--- src/source/lsu_fwd_pkg.sv ---
/* lsu forwarding definitions */

package lsu_fwd_pkg;

   // ******************************
   // widths
   // ******************************
   localparam int addr_w = 32;       // byte address
   localparam int data_w = 32;       // one bus data word
   localparam int lanes  = 4;        // byte lanes per word
   localparam int size_w = 2;

   // ******************************
   // access size codes
   // ******************************
   localparam logic [size_w-1:0] size_byte = 2'd0;
   localparam logic [size_w-1:0] size_half = 2'd1;
   localparam logic [size_w-1:0] size_word = 2'd2;

   // ******************************
   // 64-bit shifted byte window
   // ******************************

   // word view, split into the lo and hi lane groups
   typedef struct packed {
      logic [data_w-1:0] hi;
      logic [data_w-1:0] lo;
   } window_words_t;

   // the same window seen as eight bytes, byte 0 in the low bits
   typedef union packed {
      window_words_t            w;
      logic [2*lanes-1:0][7:0]  b;
   } byte_window_u;

endpackage
--- src/source/lsu_stage_if.sv ---
/* lsu stage interfaces */

// byte lane view of the access sitting in M
interface lsu_lane_if;
   import lsu_fwd_pkg::*;

   logic [addr_w-1:0] end_addr;    // last byte touched
   logic              dual;        // access spans two words
   logic [lanes-1:0]  byteen_lo;
   logic [lanes-1:0]  byteen_hi;

   modport src (output end_addr, dual, byteen_lo, byteen_hi);
   modport snk (input  end_addr, dual, byteen_lo, byteen_hi);
endinterface

// registered R state that a younger load may forward from
interface lsu_rstage_if;
   import lsu_fwd_pkg::*;

   logic              store_fwd_ok;  // valid store in R
   logic [addr_w-1:0] addr;
   logic [addr_w-1:0] end_addr;
   logic [lanes-1:0]  byteen_lo;
   logic [lanes-1:0]  byteen_hi;

   modport src (output store_fwd_ok, addr, end_addr, byteen_lo, byteen_hi);
   modport snk (input  store_fwd_ok, addr, end_addr, byteen_lo, byteen_hi);
endinterface

// per byte hits, R source word first, M destination word second
interface lsu_hit_if;
   import lsu_fwd_pkg::*;

   logic [lanes-1:0] hit_lo_lo, hit_lo_hi, hit_hi_lo, hit_hi_hi;

   modport src (output hit_lo_lo, hit_lo_hi, hit_hi_lo, hit_hi_hi);
   modport snk (input  hit_lo_lo, hit_lo_hi, hit_hi_lo, hit_hi_hi);
endinterface

--- src/source/lsu_fwd_top.sv ---
/* lsu forwarding front end */

module lsu_fwd_top (
   input  logic                           clk,
   input  logic                           arst_n,
   input  logic                           busreq_m,
   input  logic                           valid_m,
   input  logic                           load_m,
   input  logic                           store_m,
   input  logic [lsu_fwd_pkg::size_w-1:0] size_m,
   input  logic [lsu_fwd_pkg::addr_w-1:0] addr_m,
   input  logic                           is_sideeffects_m,
   input  logic                           flush_m,
   input  logic [lsu_fwd_pkg::data_w-1:0] store_data_r,
   output logic                           busreq_r,
   output logic [lsu_fwd_pkg::data_w-1:0] bus_read_data_m,
   output logic                           ld_full_hit_m,
   output logic                           no_word_merge_r,
   output logic                           no_dword_merge_r
);

   // ******************************
   // stage interfaces
   // ******************************
   lsu_lane_if   lane_if_i ();     // M access lanes
   lsu_rstage_if rstage_if_i ();   // registered R state
   lsu_hit_if    hit_if_i ();      // R to M byte hits

   // ******************************
   // blocks
   // ******************************
   lsu_lane_gen lane_gen_i (
      .size_m (size_m),
      .addr_m (addr_m),
      .lane   (lane_if_i.src)
   );

   lsu_pipe_ctrl pipe_ctrl_i (
      .clk              (clk),
      .arst_n           (arst_n),
      .busreq_m         (busreq_m),
      .valid_m          (valid_m),
      .load_m           (load_m),
      .store_m          (store_m),
      .addr_m           (addr_m),
      .flush_m          (flush_m),
      .lane             (lane_if_i.snk),
      .busreq_r         (busreq_r),
      .no_word_merge_r  (no_word_merge_r),
      .no_dword_merge_r (no_dword_merge_r),
      .rstage           (rstage_if_i.src)
   );

   lsu_fwd_match fwd_match_i (
      .busreq_m (busreq_m),
      .addr_m   (addr_m),
      .lane     (lane_if_i.snk),
      .rstage   (rstage_if_i.snk),
      .hit      (hit_if_i.src)
   );

   lsu_fwd_merge fwd_merge_i (
      .busreq_m         (busreq_m),
      .load_m           (load_m),
      .is_sideeffects_m (is_sideeffects_m),
      .addr_m           (addr_m),
      .store_data_r     (store_data_r),
      .lane             (lane_if_i.snk),
      .rstage           (rstage_if_i.snk),
      .hit              (hit_if_i.snk),
      .bus_read_data_m  (bus_read_data_m),
      .ld_full_hit_m    (ld_full_hit_m)
   );

endmodule

--- src/source/lsu_fwd_merge.sv ---
/* forward data merge and full hit */

module lsu_fwd_merge (
   input  logic                           busreq_m,
   input  logic                           load_m,
   input  logic                           is_sideeffects_m,
   input  logic [lsu_fwd_pkg::addr_w-1:0] addr_m,
   input  logic [lsu_fwd_pkg::data_w-1:0] store_data_r,
   lsu_lane_if.snk                        lane,
   lsu_rstage_if.snk                      rstage,
   lsu_hit_if.snk                         hit,
   output logic [lsu_fwd_pkg::data_w-1:0] bus_read_data_m,
   output logic                           ld_full_hit_m
);
   import lsu_fwd_pkg::*;

   byte_window_u     st_win;      // store data placed on its lanes
   byte_window_u     fwd_win;     // forwarded bytes in M lane order
   byte_window_u     rd_win;      // realigned to the load address
   logic [lanes-1:0] byte_hit_lo;
   logic [lanes-1:0] byte_hit_hi;
   logic             full_hit_lo;
   logic             full_hit_hi;

   // ******************************
   // store data alignment
   // ******************************
   assign st_win = {{data_w{1'b0}}, store_data_r} << {rstage.addr[1:0], 3'b000};

   // ******************************
   // byte mux, lo then hi M word
   // ******************************
   always_comb begin
      fwd_win = '0;                 // unforwarded bytes read as zero
      for (int i = 0; i < lanes; i++) begin
         if (hit.hit_lo_lo[i])
            fwd_win.b[i] = st_win.w.lo[8*i +: 8];
         else if (hit.hit_hi_lo[i])
            fwd_win.b[i] = st_win.w.hi[8*i +: 8];

         if (hit.hit_lo_hi[i])
            fwd_win.b[lanes+i] = st_win.w.lo[8*i +: 8];
         else if (hit.hit_hi_hi[i])
            fwd_win.b[lanes+i] = st_win.w.hi[8*i +: 8];
      end
   end

   // back to load order, first requested byte in bits 7:0
   assign rd_win          = fwd_win >> {addr_m[1:0], 3'b000};
   assign bus_read_data_m = rd_win.w.lo;

   // ******************************
   // full hit
   // ******************************
   assign byte_hit_lo = hit.hit_lo_lo | hit.hit_hi_lo;
   assign byte_hit_hi = hit.hit_lo_hi | hit.hit_hi_hi;

   // every enabled lane must be covered
   assign full_hit_lo = &(byte_hit_lo | ~lane.byteen_lo);
   assign full_hit_hi = &(byte_hit_hi | ~lane.byteen_hi);

   assign ld_full_hit_m = full_hit_lo & full_hit_hi & busreq_m & load_m &
                          ~is_sideeffects_m;   // side-effect loads always go to the bus

endmodule

--- src/source/lsu_fwd_match.sv ---
/* R to M address and byte match */

module lsu_fwd_match (
   input  logic                           busreq_m,
   input  logic [lsu_fwd_pkg::addr_w-1:0] addr_m,
   lsu_lane_if.snk                        lane,
   lsu_rstage_if.snk                      rstage,
   lsu_hit_if.src                         hit
);
   import lsu_fwd_pkg::*;

   logic fwd_qual;
   logic addr_hit_lo_lo;    // R start word vs M start word
   logic addr_hit_lo_hi;    // R start word vs M end word
   logic addr_hit_hi_lo;    // R end word vs M start word
   logic addr_hit_hi_hi;    // R end word vs M end word

   assign fwd_qual = rstage.store_fwd_ok & busreq_m;

   // ******************************
   // word address compares
   // ******************************
   assign addr_hit_lo_lo = fwd_qual &
                           (rstage.addr[addr_w-1:2] == addr_m[addr_w-1:2]);
   assign addr_hit_lo_hi = fwd_qual &
                           (rstage.addr[addr_w-1:2] == lane.end_addr[addr_w-1:2]);
   assign addr_hit_hi_lo = fwd_qual &
                           (rstage.end_addr[addr_w-1:2] == addr_m[addr_w-1:2]);
   assign addr_hit_hi_hi = fwd_qual &
                           (rstage.end_addr[addr_w-1:2] == lane.end_addr[addr_w-1:2]);

   // ******************************
   // per byte hits
   // ******************************

   // lane i of the R word lines up with lane i of the M word
   for (genvar i = 0; i < lanes; i++) begin : g_byte_hit
      assign hit.hit_lo_lo[i] = addr_hit_lo_lo & rstage.byteen_lo[i] & lane.byteen_lo[i];
      assign hit.hit_lo_hi[i] = addr_hit_lo_hi & rstage.byteen_lo[i] & lane.byteen_hi[i];
      assign hit.hit_hi_lo[i] = addr_hit_hi_lo & rstage.byteen_hi[i] & lane.byteen_lo[i];
      assign hit.hit_hi_hi[i] = addr_hit_hi_hi & rstage.byteen_hi[i] & lane.byteen_hi[i];
   end

endmodule

--- src/source/lsu_pipe_ctrl.sv ---
/* R stage registers and merge hints */

module lsu_pipe_ctrl (
   input  logic                           clk,
   input  logic                           arst_n,
   input  logic                           busreq_m,
   input  logic                           valid_m,
   input  logic                           load_m,
   input  logic                           store_m,
   input  logic [lsu_fwd_pkg::addr_w-1:0] addr_m,
   input  logic                           flush_m,
   lsu_lane_if.snk                        lane,
   output logic                           busreq_r,
   output logic                           no_word_merge_r,
   output logic                           no_dword_merge_r,
   lsu_rstage_if.src                      rstage
);
   import lsu_fwd_pkg::*;

   logic              valid_r;
   logic              store_r;
   logic              dual_r;
   logic [addr_w-1:0] addr_r;
   logic [addr_w-1:0] end_addr_r;
   logic [lanes-1:0]  byteen_lo_r;
   logic [lanes-1:0]  byteen_hi_r;

   logic              addr_match_dw;     // same doubleword
   logic              addr_match_word;   // same word
   logic              merge_qual;

   // ******************************
   // M to R pipe register
   // ******************************
   always_ff @(posedge clk or negedge arst_n) begin
      if (!arst_n) begin
         valid_r     <= 1'b0;
         store_r     <= 1'b0;
         busreq_r    <= 1'b0;
         dual_r      <= 1'b0;
         addr_r      <= '0;
         end_addr_r  <= '0;
         byteen_lo_r <= '0;
         byteen_hi_r <= '0;
      end else begin
         valid_r     <= valid_m & ~flush_m;    // flushed access enters R dead
         busreq_r    <= busreq_m & ~flush_m;
         store_r     <= store_m;
         dual_r      <= lane.dual;
         addr_r      <= addr_m;
         end_addr_r  <= lane.end_addr;
         byteen_lo_r <= lane.byteen_lo;
         byteen_hi_r <= lane.byteen_hi;
      end
   end

   // forwarding source is only a live store
   assign rstage.store_fwd_ok = valid_r & store_r;
   assign rstage.addr         = addr_r;
   assign rstage.end_addr     = end_addr_r;
   assign rstage.byteen_lo    = byteen_lo_r;
   assign rstage.byteen_hi    = byteen_hi_r;

   // ******************************
   // coalescing hints
   // ******************************
   assign addr_match_dw   = (addr_r[addr_w-1:3] == addr_m[addr_w-1:3]);
   assign addr_match_word = addr_match_dw & (addr_r[2] == addr_m[2]);

   // a dual store in R never coalesces, so no hint is raised for it
   assign merge_qual = busreq_r & ~dual_r & busreq_m;

   assign no_dword_merge_r = merge_qual & (load_m | ~addr_match_dw);
   assign no_word_merge_r  = merge_qual & (load_m | ~addr_match_word);

endmodule

--- src/source/lsu_lane_gen.sv ---
/* M stage byte lane generation */

module lsu_lane_gen (
   input  logic [lsu_fwd_pkg::size_w-1:0] size_m,
   input  logic [lsu_fwd_pkg::addr_w-1:0] addr_m,
   lsu_lane_if.src                        lane
);
   import lsu_fwd_pkg::*;

   logic [lanes-1:0]   byteen;       // enables relative to the access start
   logic [1:0]         end_off;      // bytes minus one
   logic [2*lanes-1:0] byteen_ext;   // enables over the 8-lane window

   // size decode, code 3 is treated like a word
   always_comb begin
      case (size_m)
         size_byte: begin
            byteen  = 4'b0001;
            end_off = 2'd0;
         end
         size_half: begin
            byteen  = 4'b0011;
            end_off = 2'd1;
         end
         size_word: begin
            byteen  = 4'b1111;
            end_off = 2'd3;
         end
         default: begin
            byteen  = 4'b1111;
            end_off = 2'd3;
         end
      endcase
   end

   // ******************************
   // lane window and end address
   // ******************************

   // start lane comes from the low address bits
   assign byteen_ext = {{lanes{1'b0}}, byteen} << addr_m[1:0];

   assign lane.byteen_lo = byteen_ext[lanes-1:0];
   assign lane.byteen_hi = byteen_ext[2*lanes-1:lanes];

   assign lane.end_addr = addr_m + addr_w'(end_off);

   // word select bit flips when the access crosses into the next word
   assign lane.dual = addr_m[2] ^ lane.end_addr[2];

endmodule

--- config.mk ---
export PLATFORM = sky130hd
export DESIGN_NAME = lsu_fwd_top
export DESIGN_NICKNAME = d
export VERILOG_FILES = /design/src/source/lsu_fwd_pkg.sv /design/src/source/lsu_stage_if.sv /design/src/source/lsu_fwd_top.sv /design/src/source/lsu_fwd_merge.sv /design/src/source/lsu_fwd_match.sv /design/src/source/lsu_pipe_ctrl.sv /design/src/source/lsu_lane_gen.sv
export SDC_FILE = /design/constraint.sdc
export NUM_CORES = 1
export LEC_CHECK = 0
export BUFFER_PORTS_ARGS = -buffer_cell sky130_fd_sc_hd__buf_2
export CAP_MARGIN = 20
export CORE_ASPECT_RATIO = 1.5
export CORE_MARGIN = 3
export CORE_UTILIZATION = 25
export DETAILED_ROUTE_END_ITERATION = 12
export PLACE_DENSITY = 0.38
export SKIP_LAST_GASP = 1
export SLEW_MARGIN = 0
export SYNTH_ARGS = -nofsm -noshare
export SYNTH_HDL_FRONTEND = slang
export SYNTH_SLANG_ARGS = --single-unit
--- constraint.sdc ---
create_clock -name clk -period 10.5 [get_ports clk]
set_input_delay 0.525 -clock clk [delete_from_list [all_inputs] [get_ports clk]]
set_output_delay 0.525 -clock clk [all_outputs]
set_load 0.005 [all_outputs]
== Word level (Yosys, flattened, before mapping) ==
Cells that the tools add are included.
Word-level totals
  output and inout port bits: 36
  input bits: 74
  logic and storage cells: 103
  register bits after elaboration: 76
Cells by class
  add/subtract/negate cells: 1
  mux-type cells: 18
  shifts and indexed selects: 3
  equality and inequality tests: 7
  reduce and logical (&&, ||, !) cells: 3
  bitwise operators: 63
Operator list (number)
  8-bit 2-to-1 mux: 16
  30-bit equality test: 4
  32-bit by 5-bit << shifter with 64-bit output: 1
  64-bit by 5-bit >> shifter with 32-bit output: 1
  1-bit AND: 49
  32-bit by 2-bit adder with 32-bit output: 1
  29-bit equality test: 1
  4-bit bitwise OR: 4
  4-bit inverter: 2
  4-bit case mux with 2 select lines: 1
  4-bit AND reduction: 2
  4-bit by 2-bit << shifter with 8-bit output: 1
  1-bit inverter: 5
  2-bit case mux with 2 select lines: 1
  2-bit by 1-bit equality test with 1-bit output (second input constant): 1
  2-bit zero test: 1
  1-bit bitwise OR: 2
  1-bit equality test: 1
  1-bit XOR: 1

== Longest topological paths before layout ==
Gate-level depths: netlist (run 1).
  depth after elaboration: 14
  depth in mapped cells: 13
  gate-level depth less buffers: 12

== By module ==
Synthesis (run 1) repeated with hierarchy kept, for this count alone.
Unflattened totals
  cells, all modules: 725
  area, all modules: 6595.1 µm²
Modules (own cells, without submodules)
  lsu_pipe_ctrl: times used 1, seq. area each 1901.8 µm², area an instance 2296.0 µm², cells each 130
  lsu_fwd_merge: times used 1, seq. area each 0.0 µm², area an instance 2068.2 µm², cells each 286
  lsu_fwd_match: times used 1, seq. area each 0.0 µm², area an instance 1440.1 µm², cells each 193
  lsu_lane_gen: times used 1, seq. area each 0.0 µm², area an instance 790.8 µm², cells each 116

== Worst setup path before layout (run 1) ==
Ideal clock, no wire load.
  kind: input -> output
  start: input port addr_m[3] (netlist bit)
  end: output port bus_read_data_m[25] (netlist bit)
  stages: 11
  data required time: 9.975 ns
  setup slack: 6.243 ns
  arrival: 3.732 ns
  buffers on the path: 1
  cell sequence: buf_4 nand4_4 or4_4 nor4_1 mux2_2 nor3_1 nand4_2 or2_4 o2111a_2 a221o_1 a311o_1
Between the ends
  longest elaborated chain between the ends: 8
  elaborated cells between the ends (all ways): 58
  classes of those cells: 1 x add/sub; 4 x eq/ne; 1 x shift; 16 x mux; 36 x bitwise
Ends and longest elaborated chain
  start: declaration: line lsu_fwd_top.sv:11  | input logic [lsu_fwd_pkg::addr_w-1:0] addr_m,
  32-bit by 2-bit adder with 32-bit output: line lsu_lane_gen.sv:46  | assign lane.end_addr = addr_m + addr_w'(end_off);
  30-bit equality test: line lsu_fwd_match.sv:30  | (rstage.end_addr[addr_w-1:2] == lane.end_addr[addr_w-1:2]);
  1-bit AND: line lsu_fwd_match.sv:29  | assign addr_hit_hi_hi = fwd_qual &
  1-bit AND (2 in a row): line lsu_fwd_match.sv:41  | assign hit.hit_hi_hi[i] = addr_hit_hi_hi & rstage.byteen_hi[i] & lane.byteen_hi[i];
  8-bit 2-to-1 mux: line lsu_fwd_merge.sv:43  | else if (hit.hit_hi_hi[i])
  8-bit 2-to-1 mux: line lsu_fwd_merge.sv:41  | if (hit.hit_lo_hi[i])
  64-bit by 5-bit >> shifter with 32-bit output (*): line lsu_fwd_merge.sv:49  | assign rd_win = fwd_win >> {addr_m[1:0], 3'b000};
  end: declaration: line lsu_fwd_top.sv:16  | output logic [lsu_fwd_pkg::data_w-1:0] bus_read_data_m,
Every way passes the cells marked *; elsewhere a longest branch is shown, timed or not.

== Worst setup path in the final report (run 1) ==
  start: input port addr_m[1] (netlist bit)
  end: output port bus_read_data_m[30] (netlist bit)
Between the ends
  elaborated cells between the ends (all ways): 47
  classes of those cells: 1 x add/sub; 2 x eq/ne; 2 x shift; 16 x mux; 26 x bitwise
RTL lines
  4-bit by 2-bit << shifter with 8-bit output (*): line lsu_lane_gen.sv:41  | assign byteen_ext = {{lanes{1'b0}}, byteen} << addr_m[1:0];
  named net fwd_match_i.lane.byteen_hi[1]: line lsu_stage_if.sv:13  | modport snk (input end_addr, dual, byteen_lo, byteen_hi);
  1-bit AND: line lsu_fwd_match.sv:41
  8-bit 2-to-1 mux: line lsu_fwd_merge.sv:43
  8-bit 2-to-1 mux (*): line lsu_fwd_merge.sv:41
  64-bit by 5-bit >> shifter with 32-bit output (*): line lsu_fwd_merge.sv:49
The timed path passes the listed nets; every way through them passes the cells marked *.

==> impl_metrics.json, run 1 <==
{
  "synth.top_cell.area_share_pct": 26.0,
  "grt_first_pass_wirelength_um": 42900,
  "vias": 6931,
  "synth-async-reset-ratio_pct": 100,
  "hp-class": "in2async",
  "startpoint": "addr_m[1]",
  "coreArea_um2": 27500,
  "gp_congestion": 0.843,
  "cts_hold_buf": 0,
  "status": "finished, final reports clean",
  "cts_buffers": 9,
  "grt_max_degree": 54,
  "hpwl_um": 22900,
  "final_common_cell": "buf_2",
  "min_period_ns": 6.03,
  "crit_required_ns": 9.98,
  "synth_mux_area_share_pct": 8.02,
  "synth_nets": 936,
  "rows": 74,
  "relSlewSlack_pct": 19.0,
  "route.detailed.drc": 0,
  "setup_violations": 0,
  "synth_cells": 861,
  "maxCapViolations": 0,
  "post_drt_wl_per_cell_um": 22.7,
  "ctsLongestPathBuffers": 2,
  "ys_seq_area_share_pct": 26.0,
  "place_area_um2": 7810,
  "final_layout_size_suffix_gt1_share_pct": 20.6,
  "worst_slew_pin_slew_ns": 1.20,
  "die_area_um2": 30200,
  "overflow": 0,
  "htreeDepth": 3,
  "synth-simple-area-share_pct": 23.7,
  "antenna_found_initial": 0,
  "worstSetupPathType": "in2out",
  "nets": 1007,
  "use_met1_pct": 20.7,
  "cellLeakagePower_nw": 3.31,
  "post_cts_buffers": 0,
  "die_y_um": 211,
  "avgSynthCellArea_um2": 8.17,
  "ant_nets": 0,
  "syn2layout_area_growth_pct": 14.6,
  "synth_compound_area_share_pct": 22.3,
  "post-synth-top-area-cell": "dfrtp_1",
  "hold_violations": 0,
  "port_buffers": 109,
  "path_max_fanout": 24,
  "met3_usage_pct": 1.99,
  "drtPass1Iterations": 5,
  "drv_slew": 0,
  "n_antenna_cell": 0,
  "ys_types": 79,
  "grt_pass1_vias": 6963,
  "critPathLaunchType": "input port",
  "layout_common_cells": "buf_2 (108), nand2_1 (82), dfrtp_1 (73)",
  "rsz0062_at_grt": "no",
  "synth_flop_cell": "dfrtp_1",
  "avgViaCountPerCell": 5.43,
  "use_met2_pct": 35.7,
  "tns_ns": 0,
  "start_util_pct": 25.6,
  "synth_top_family_by_area": "simple AND/OR/NAND/NOR gates",
  "synthXorXnorAreaFrac_pct": 14.4,
  "ios": 110,
  "cts_sinks": 73,
  "postLayoutCellArea_um2": 8060,
  "cts.clk_slew.worst_paths_ns": 0.05,
  "power_mw": 0.800,
  "drt-initial-drc-count": 411,
  "cts_resized": 0,
  "die_w_um": 143,
  "routed_wl_um": 29000,
  "min_period_over_period_pct": 57.4,
  "cts_root_buffer": "clkbuf_16",
  "cp.arrival_ns": 5.51,
  "synth_edf_count": 0,
  "ys.warnings.count": 0,
  "synth.cell_area_um2": 7030,
  "top_usage_layer": "met2",
  "netlist_top_cells_area": "dfrtp_1 (26%), xnor2_1 (7.2%), xor2_1 (7.2%)",
  "ir_worst_vdd_mv": 0.0660,
  "grt_use_total_pct": 18.9,
  "synth_fa_ha_area_share_pct": 0.178,
  "cts_tree": "built",
  "power.density_nw_per_um2": 99.3,
  "max_freq_ghz": 0.166,
  "fin_util_pct": 29.3,
  "ys_ff_latch": 73,
  "endpoint_kind": "output pin"
}
-- per-layer routing --
metal,routed length [µm],part of all wire (%),vias up
met5,0,0,-
met4,1350,4.7,0
met3,1320,4.6,58
met2,15700,54,253
met1,10600,37,3321
li1,-,-,3299
-- critical path, cell delays in order --
cell,delay (ns)
buf_2,0.44
ha_1,0.43
inv_2,0.17
a211oi_2,0.74
nand2_1,0.20
or4b_1,0.57
a22oi_1,0.22
nand4_1,0.33
or2_4,0.38
o2111ai_2,0.71
o221ai_1,0.29
a211o_1,0.37
buf_2,0.14
-- kinds of logic after synthesis --
| kind of cell | count (synthesis) |
|---|---|
| simple gates | 310 |
| compound gates | 222 |
| xor+xnor | 116 |
| buf+inv | 86 |
| flops | 73 |
| mux | 53 |
| fa+ha+maj | 1 |
-- cell usage after synthesis, types with 5 or more instances --
cell type and n:
nand2_1 82, dfrtp_1 73, xnor2_1 58, xor2_1 58, nor2_1 57, a21oi_1 54
o21ai_0 42, nand3_1 32, clkbuf_1 30, mux2_2 27, mux2i_1 26, inv_1 24
nor3_1 23, nand4_1 21, and3_1 19, nor4_1 17, buf_2 16, a31oi_1 13
a22oi_1 12, a211o_1 11, o211ai_1 11, o22ai_1 9, o2bb2ai_1 8, a22o_1 7
buf_4 7, or2_2 7, a221o_1 6, nand2b_1 6, nor2b_1 6, a211oi_1 5
buf_1 5, o31ai_1 5
-- where the power goes --
| part | internal (mW) | switching, mW | leakage (nW) |
|---|---|---|---|
| combinational | 0.0771 | 0.141 | 2.33 |
| clock | 0.162 | 0.114 | 0.124 |
| sequential | 0.297 | 0.00935 | 0.858 |
| total | 0.537 | 0.264 | 3.31 |
-- registers in the layout, summed over array words and instances (netlist names) --
name                          count
pipe_ctrl_i.busreq_r              1
pipe_ctrl_i.dual_r                1
pipe_ctrl_i.rstage.addr          32
pipe_ctrl_i.rstage.byteen_hi      3
pipe_ctrl_i.rstage.byteen_lo      4
pipe_ctrl_i.rstage.end_addr      30
pipe_ctrl_i.store_r               1
pipe_ctrl_i.valid_r               1
-- through the flow --
step / instances / worst slack, ns / hold slack (ns)
2_1_floorplan: 861 / 6.24 / 0.229
3_3_place_gp: 1262 / 4.51 / 0.513
3_5_place_dp: 1262 / 4.40 / 0.521
4_1_cts: 1275 / 4.38 / 0.153
5_1_grt: 1276 / 4.23 / 0.169
6_report: 1276 / 4.47 / 0.130
-- cell type report --
class / count / area (µm²)
inverters: 25 / 93.8
well taps: 342 / 428
clock inverters: 1 / 5.00
clock buffers: 12 / 246
flip-flops and latches: 73 / 1830
multi-input cells: 702 / 4830
fillers: 3014 / 19400
repair buffers: 121 / 636
-- worst max path at each step --
stage / to / slack, ns / depth (start not counted)
6_report: bus_read_data_m[30] / 4.47 / 13
5_1_grt: bus_read_data_m[30] / 4.23 / 13
4_1_cts: bus_read_data_m[29] / 4.38 / 13
3_5_place_dp: bus_read_data_m[29] / 4.40 / 13
3_3_place_gp: bus_read_data_m[26] / 4.51 / 13
2_1_floorplan: bus_read_data_m[25] / 6.24 / 11
(Power assumes the default switching activity.)
==> run 2, diff against run 1 <==
--- a/config.mk
+++ b/config.mk
@@ -5,6 +5,7 @@
 export SDC_FILE = /design/constraint.sdc
 export NUM_CORES = 1
 export LEC_CHECK = 0
+export ABC_AREA = 1
 export BUFFER_PORTS_ARGS = -buffer_cell sky130_fd_sc_hd__buf_2
 export CAP_MARGIN = 20
 export CORE_ASPECT_RATIO = 1.5
==> constraint.sdc (replaced) <==
create_clock -name clk -period 5.1 [get_ports clk]
set_input_delay 0.255 -clock clk [delete_from_list [all_inputs] [get_ports clk]]
set_output_delay 0.255 -clock clk [all_outputs]
set_load 0.005 [all_outputs]
==> run 2 against run 1 <==
Effect of this change: design area rose by 19%; largest cell class unchanged; setup slack got worse by 3.6 ns; clock-buffer cell count shrank 1; non-clock buffer count is 6 higher; cell count increased by 51%; synthesized cell count is 66% higher; sequential share of layout area fell by 3.5 points; critical endpoint is now bus_read_data_m[21]; combinational power rose to 2.5 times the previous value; area after synthesis is 18% higher.
==> impl_metrics.json, run 2 <==
{
  "final_layout_size_suffix_gt1_share_pct": 14.1,
  "ys_seq_area_share_pct": 21.9,
  "synth_edf_count": 0,
  "ctsLongestPathBuffers": 2,
  "startpoint": "size_m[1]",
  "die_area_um2": 35600,
  "ys.warnings.count": 0,
  "port_buffers": 109,
  "cts_tree": "built",
  "drt-initial-drc-count": 481,
  "min_period_ns": 4.19,
  "grt_use_total_pct": 24.3,
  "critPathLaunchType": "input port",
  "antenna_found_initial": 0,
  "hp-class": "in2reg",
  "routed_wl_um": 43200,
  "cp.arrival_ns": 3.93,
  "cellLeakagePower_nw": 5.06,
  "num-fill-cells": 3812,
  "cts_root_buffer": "clkbuf_16",
  "maxCapViolations": 0,
  "synth_nets": 1500,
  "max_stage_delay_ns": 0.51,
  "route.detailed.drc": 0,
  "grt_max_degree": 74,
  "power.density_nw_per_um2": 190,
  "ant_nets": 0,
  "endpoint_kind": "output pin",
  "crit_required_ns": 4.85,
  "hold_start": "flush_m",
  "setup_violations": 0,
  "worstSetupPathType": "in2out",
  "rsz0062_at_grt": "no",
  "dp_cells": 1910,
  "die_y_um": 230,
  "cts.clk_slew.worst_paths_ns": 0.06,
  "cts_buffers": 9,
  "n_antenna_cell": 0,
  "ys_top_cells_by_count": "nand2_1 (531), inv_1 (171), nor2_1 (141)",
  "synth_cells": 1425,
  "drtPass1Iterations": 5,
  "max_freq_ghz": 0.239,
  "path_max_fanout": 23,
  "coreArea_um2": 32700,
  "hold_violations": 0,
  "ios": 110,
  "final-instance-count-excl-fill": 1929,
  "avgSynthCellArea_um2": 5.84,
  "place_area_um2": 9230,
  "final_common_cell": "nand2_1",
  "grt_pass1_vias": 9536,
  "crit_top_cell": "nand2_1",
  "cp_cell_sequence": "buf_2, ha_1, inv_2, nand2_4, nand2_2, nor2_4, nand3_1, nand2_1, nand2_1, nor2_1, nand3_2, nor2_8, nand2_4, nor2_4, nand2_1, nand2_1, nand2_1, nand3_1, buf_2",
  "crit_slowest_cell": "ha_1",
  "netlist_top_cells_area": "nand2_1 (24%), dfrtp_1 (22%), inv_1 (7.7%)",
  "rows": 81,
  "layout_common_cells": "nand2_1 (531), inv_1 (171), nor2_1 (141)",
  "gp_congestion": 1.03,
  "post_drt_wl_per_cell_um": 22.4,
  "timing.hold.ws_ns": 0.0633,
  "synth_flop_cell": "dfrtp_1",
  "drv_slew": 0,
  "cts_sinks": 73,
  "post-synth-top-area-cell": "nand2_1",
  "synth.top_cell.area_share_pct": 23.9,
  "largest_reg_flops": 32,
  "ir_worst_vdd_mv": 0.115,
  "htreeDepth": 3,
  "synth-async-reset-ratio_pct": 100,
  "grt_first_pass_wirelength_um": 62800,
  "status": "finished, final reports clean",
  "worst_slew_pin_slew_ns": 1.05,
  "min_period_over_period_pct": 82.2,
  "postLayoutCellArea_um2": 9560,
  "overflow": 0,
  "relSlewSlack_pct": 29.4,
  "nets": 1584,
  "crit_buf_inv": 3,
  "syn2layout_area_growth_pct": 14.8,
  "synth.cell_area_um2": 8330,
  "start_util_pct": 25.4,
  "synth_most_common_cell": "nand2_1",
  "avgViaCountPerCell": 4.81,
  "ys_types": 45,
  "vias": 9284,
  "critPathTopFamily": "simple AND/OR/NAND/NOR gates",
  "hpwl_um": 36200,
  "ys_ff_latch": 73,
  "tns_ns": 0,
  "die_w_um": 155
}
run 2: cell count changes after synthesis, sizes merged, moves of 13 or more:
cell / before / now
nor2: 58 / 163
xor2: 58 / 33
nor4: 21 / 3
mux2: 27 / 0
nand3: 33 / 116
a21oi: 54 / 36
nand2: 82 / 552
nor3: 23 / 9
and3: 19 / 1
inv: 25 / 183
a31oi: 13 / 0
nand4: 24 / 65
run 2: power by group:
group | total, mW | switching (mW) | leakage, nW | internal (mW)
sequential | 0.638 | 0.0266 | 0.857 | 0.611
combinational | 0.547 | 0.395 | 4.06 | 0.151
clock | 0.630 | 0.277 | 0.137 | 0.353
run 2: cell type report:
cell class / instances / area, µm² / area share, %
well taps: 415 / 519 / 5.43
multi-input cells: 1111 / 5510 / 57.7
flip-flops and latches: 73 / 1830 / 19.1
clock buffers: 11 / 253 / 2.64
repair buffers: 127 / 708 / 7.41
clock inverters: 5 / 30.0 / 0.314
inverters: 187 / 707 / 7.40
run 2: timing repair:
action	in CTS	in global routing
hold buffers	1	1
endpoints found under the setup margin	0	0
gates resized for setup	0	0
buffers inserted	0	0
endpoints found under the hold margin	1	15
run 2: metal layers:
| metal | vias up | wire length (µm) | global-route usage [%] |
|---|---|---|---|
| met2 | 281 | 23400 | 46.6 |
| met5 | - | 0 | 0 |
| met3 | 121 | 1320 | 2.38 |
| met1 | 4255 | 14100 | 22.3 |
| met4 | 0 | 4440 | 20.7 |
| li1 | 4627 | - | - |
run 2: per-stage QoR:
stage	utilization, %	power, mW	setup WS, ns
floorplan	-	0.962	2.51
CTS	29.1	1.84	0.997
finish	29.2	1.81	0.910
detailed placement	28.2	1.19	1.01
global placement	28.2	1.20	0.965
global route	29.2	1.92	0.714
run 2: cells by family after synthesis:
family | share of synthesized area [%]
flops | 21.9
mux | 2.40
xor+xnor | 8.31
simple gates | 49.7
compound gates | 5.67
buf+inv | 11.8
fa+ha+maj | 0.150
run 2: final timing paths:
check	to	cells past startpoint
setup / recovery	bus_read_data_m[21]	19
hold / removal	pipe_ctrl_i.valid_r$_DFF_PN0_	2
max in group asynchronous	pipe_ctrl_i.rstage.end_addr[8]$_DFF_PN0_	3
min in group asynchronous	pipe_ctrl_i.rstage.addr[31]$_DFF_PN0_	2
==> run 3, diff against run 2 <==
==> constraint.sdc (replaced) <==
create_clock -name clk -period 3.55 [get_ports clk]
set_input_delay 0.1775 -clock clk [delete_from_list [all_inputs] [get_ports clk]]
set_output_delay 0.1775 -clock clk [all_outputs]
set_load 0.005 [all_outputs]
==> run 3 against run 2 <==
Effect of this change: core utilization rose by 2.8 points; combinational power rose by 52%; worst hold slack got worse by 0.053 ns; first-iteration DRC count fell by 17%; critical endpoint is now bus_read_data_m[5].
==> impl_metrics.json, run 3 (synthesis gave the netlist of run 2 again) <==
{
  "status": "finished, final reports clean",
  "gp_congestion": 0.948,
  "htreeDepth": 3,
  "cts.clk_slew.worst_paths_ns": 0.06,
  "cts_sinks": 73,
  "post_drt_wl_per_cell_um": 21.1,
  "grt_first_pass_wirelength_um": 61600,
  "tns_ns": 0,
  "ant_nets": 0,
  "cellLeakagePower_nw": 5.57,
  "cts_buffers": 9,
  "rsz0062_at_grt": "no",
  "final_layout_size_suffix_gt1_share_pct": 20.3,
  "cts_tree": "built",
  "vias": 9600,
  "num-fill-cells": 3801,
  "nets": 1673,
  "grt_pass1_vias": 9729,
  "overflow": 0,
  "worst_slew_pin_slew_ns": 0.937,
  "n_antenna_cell": 0,
  "port_buffers": 109,
  "startpoint": "pipe_ctrl_i.rstage.addr[14]$_DFF_PN0_",
  "route.detailed.drc": 0,
  "grt_max_degree": 74,
  "critPathLaunchType": "register",
  "antenna_found_initial": 0,
  "hp-class": "in2reg",
  "rows": 81,
  "ir_worst_vdd_mv": 0.214,
  "die_area_um2": 35600,
  "ctsLongestPathBuffers": 2,
  "ios": 110,
  "setup_violations": 0,
  "pre_cts_ws_ns": 0.121,
  "drtPass1Iterations": 5,
  "grt_use_total_pct": 23.7,
  "hpwl_um": 35900,
  "endpoint_kind": "output pin",
  "start_util_pct": 25.4,
  "largest_reg_flops": 32,
  "fin_util_pct": 32.0,
  "max_freq_ghz": 0.298,
  "worstSetupPathType": "reg2out",
  "die_y_um": 230,
  "coreArea_um2": 32700,
  "drv_slew": 0,
  "hold_violations": 0,
  "drt-initial-drc-count": 398,
  "timing.final.ws_setup_ns": 0.193,
  "cp.arrival_ns": 3.18,
  "layout_common_cells": "nand2_1 (519), inv_1 (171), nor2_1 (136)",
  "final_common_cell": "nand2_1",
  "syn2layout_area_growth_pct": 25.8,
  "die_w_um": 155,
  "hold_start": "addr_m[31]",
  "crit_required_ns": 3.37,
  "min_period_ns": 3.36,
  "min_period_over_period_pct": 94.6,
  "cts_root_buffer": "clkbuf_16",
  "path_max_fanout": 6,
  "maxCapViolations": 0,
  "routed_wl_um": 42600,
  "avgViaCountPerCell": 4.76,
  "power.density_nw_per_um2": 264,
  "relSlewSlack_pct": 36.9
}
-- run 3: cell count changes in the layout (fill, tap and decap cells not counted), sizes merged --
cell	change
buf	+86
clkinv	-2
clkinvlp	-1
bufinv	+2
dlygate4sd3	+3
clkbuf	+1
-- run 3: layer usage --
metal  part of all wire, %  track usage, %  routed length [µm]  up-vias
li1                      -               -                   -     4810
met1                    33            21.7               13900     4415
met2                    54            46.1               23100      261
met3                   2.9            2.04                1240      114
met4                    10            19.6                4400        0
met5                     0               0                   0        -
-- run 3: power by group --
group | switching, mW | internal, mW | total, mW | leakage (nW)
sequential | 0.0367 | 0.878 | 0.915 | 0.857
combinational | 0.573 | 0.256 | 0.829 | 4.56
clock | 0.389 | 0.636 | 1.03 | 0.153
-- run 3: worst max-delay path: stages (launching register included) --
cell	delay, ns
dfrtp_1	0.37
xnor2_1	0.14
buf_4	0.18
nand4_1	0.10
buf_4	0.18
nor3_2	0.11
buf_4	0.15
nor3b_4	0.24
and2_4	0.19
buf_6	0.12
nand2_1	0.07
nand2_1	0.09
inv_1	0.14
nand3_1	0.10
o31ai_1	0.08
buf_4	0.20
a21oi_1	0.13
nand2_1	0.08
buf_2	0.13
-- run 3: final cells by class --
| class | count | area [µm²] | share of cell area, % |
|---|---|---|---|
| Sequential cell | 73 | 1830 | 17.4 |
| Timing Repair Buffer | 216 | 1420 | 13.6 |
| Clock inverter | 4 | 76.3 | 0.729 |
| Clock buffer | 12 | 246 | 2.35 |
| Multi-Input combinational cell | 1111 | 5680 | 54.2 |
| Tap cell | 415 | 519 | 4.96 |
| Inverter | 187 | 707 | 6.75 |
-- run 3: path summary, 6_finish.rpt --
| check | slack (ns) | depth (start not counted) | to |
|---|---|---|---|
| max | 0.19 | 18 | bus_read_data_m[5] |
| min | 0.01 | 1 | pipe_ctrl_i.rstage.addr[31]$_DFF_PN0_ |
| max in group asynchronous | 2.64 | 3 | pipe_ctrl_i.rstage.addr[15]$_DFF_PN0_ |
| min in group asynchronous | 0.31 | 2 | pipe_ctrl_i.rstage.byteen_lo[1]$_DFF_PN0_ |
-- run 3: repair_timing --
item,CTS,global route
endpoints found under the hold margin,5,28
gates resized for setup,6,39
endpoints found under the setup margin,20,32
setup buffers,0,6
hold buffers,4,1
cloned,0,1
pin swaps,0,8
-- run 3: stage by stage --
| step | hold slack, ns | power, mW | cells | area (µm²) |
|---|---|---|---|---|
| 2_1_floorplan | -0.118 | 1.38 | 1425 | 8330 |
| 3_3_place_gp | 0.301 | 1.74 | 1989 | 9850 |
| 3_5_place_dp | 0.296 | 1.74 | 1989 | 9850 |
| 4_1_cts | 0.000379 | 2.79 | 2009 | 10200 |
| 5_1_grt | 0.00530 | 2.91 | 2018 | 10500 |
| 6_report | 0.00996 | 2.77 | 2018 | 10500 |
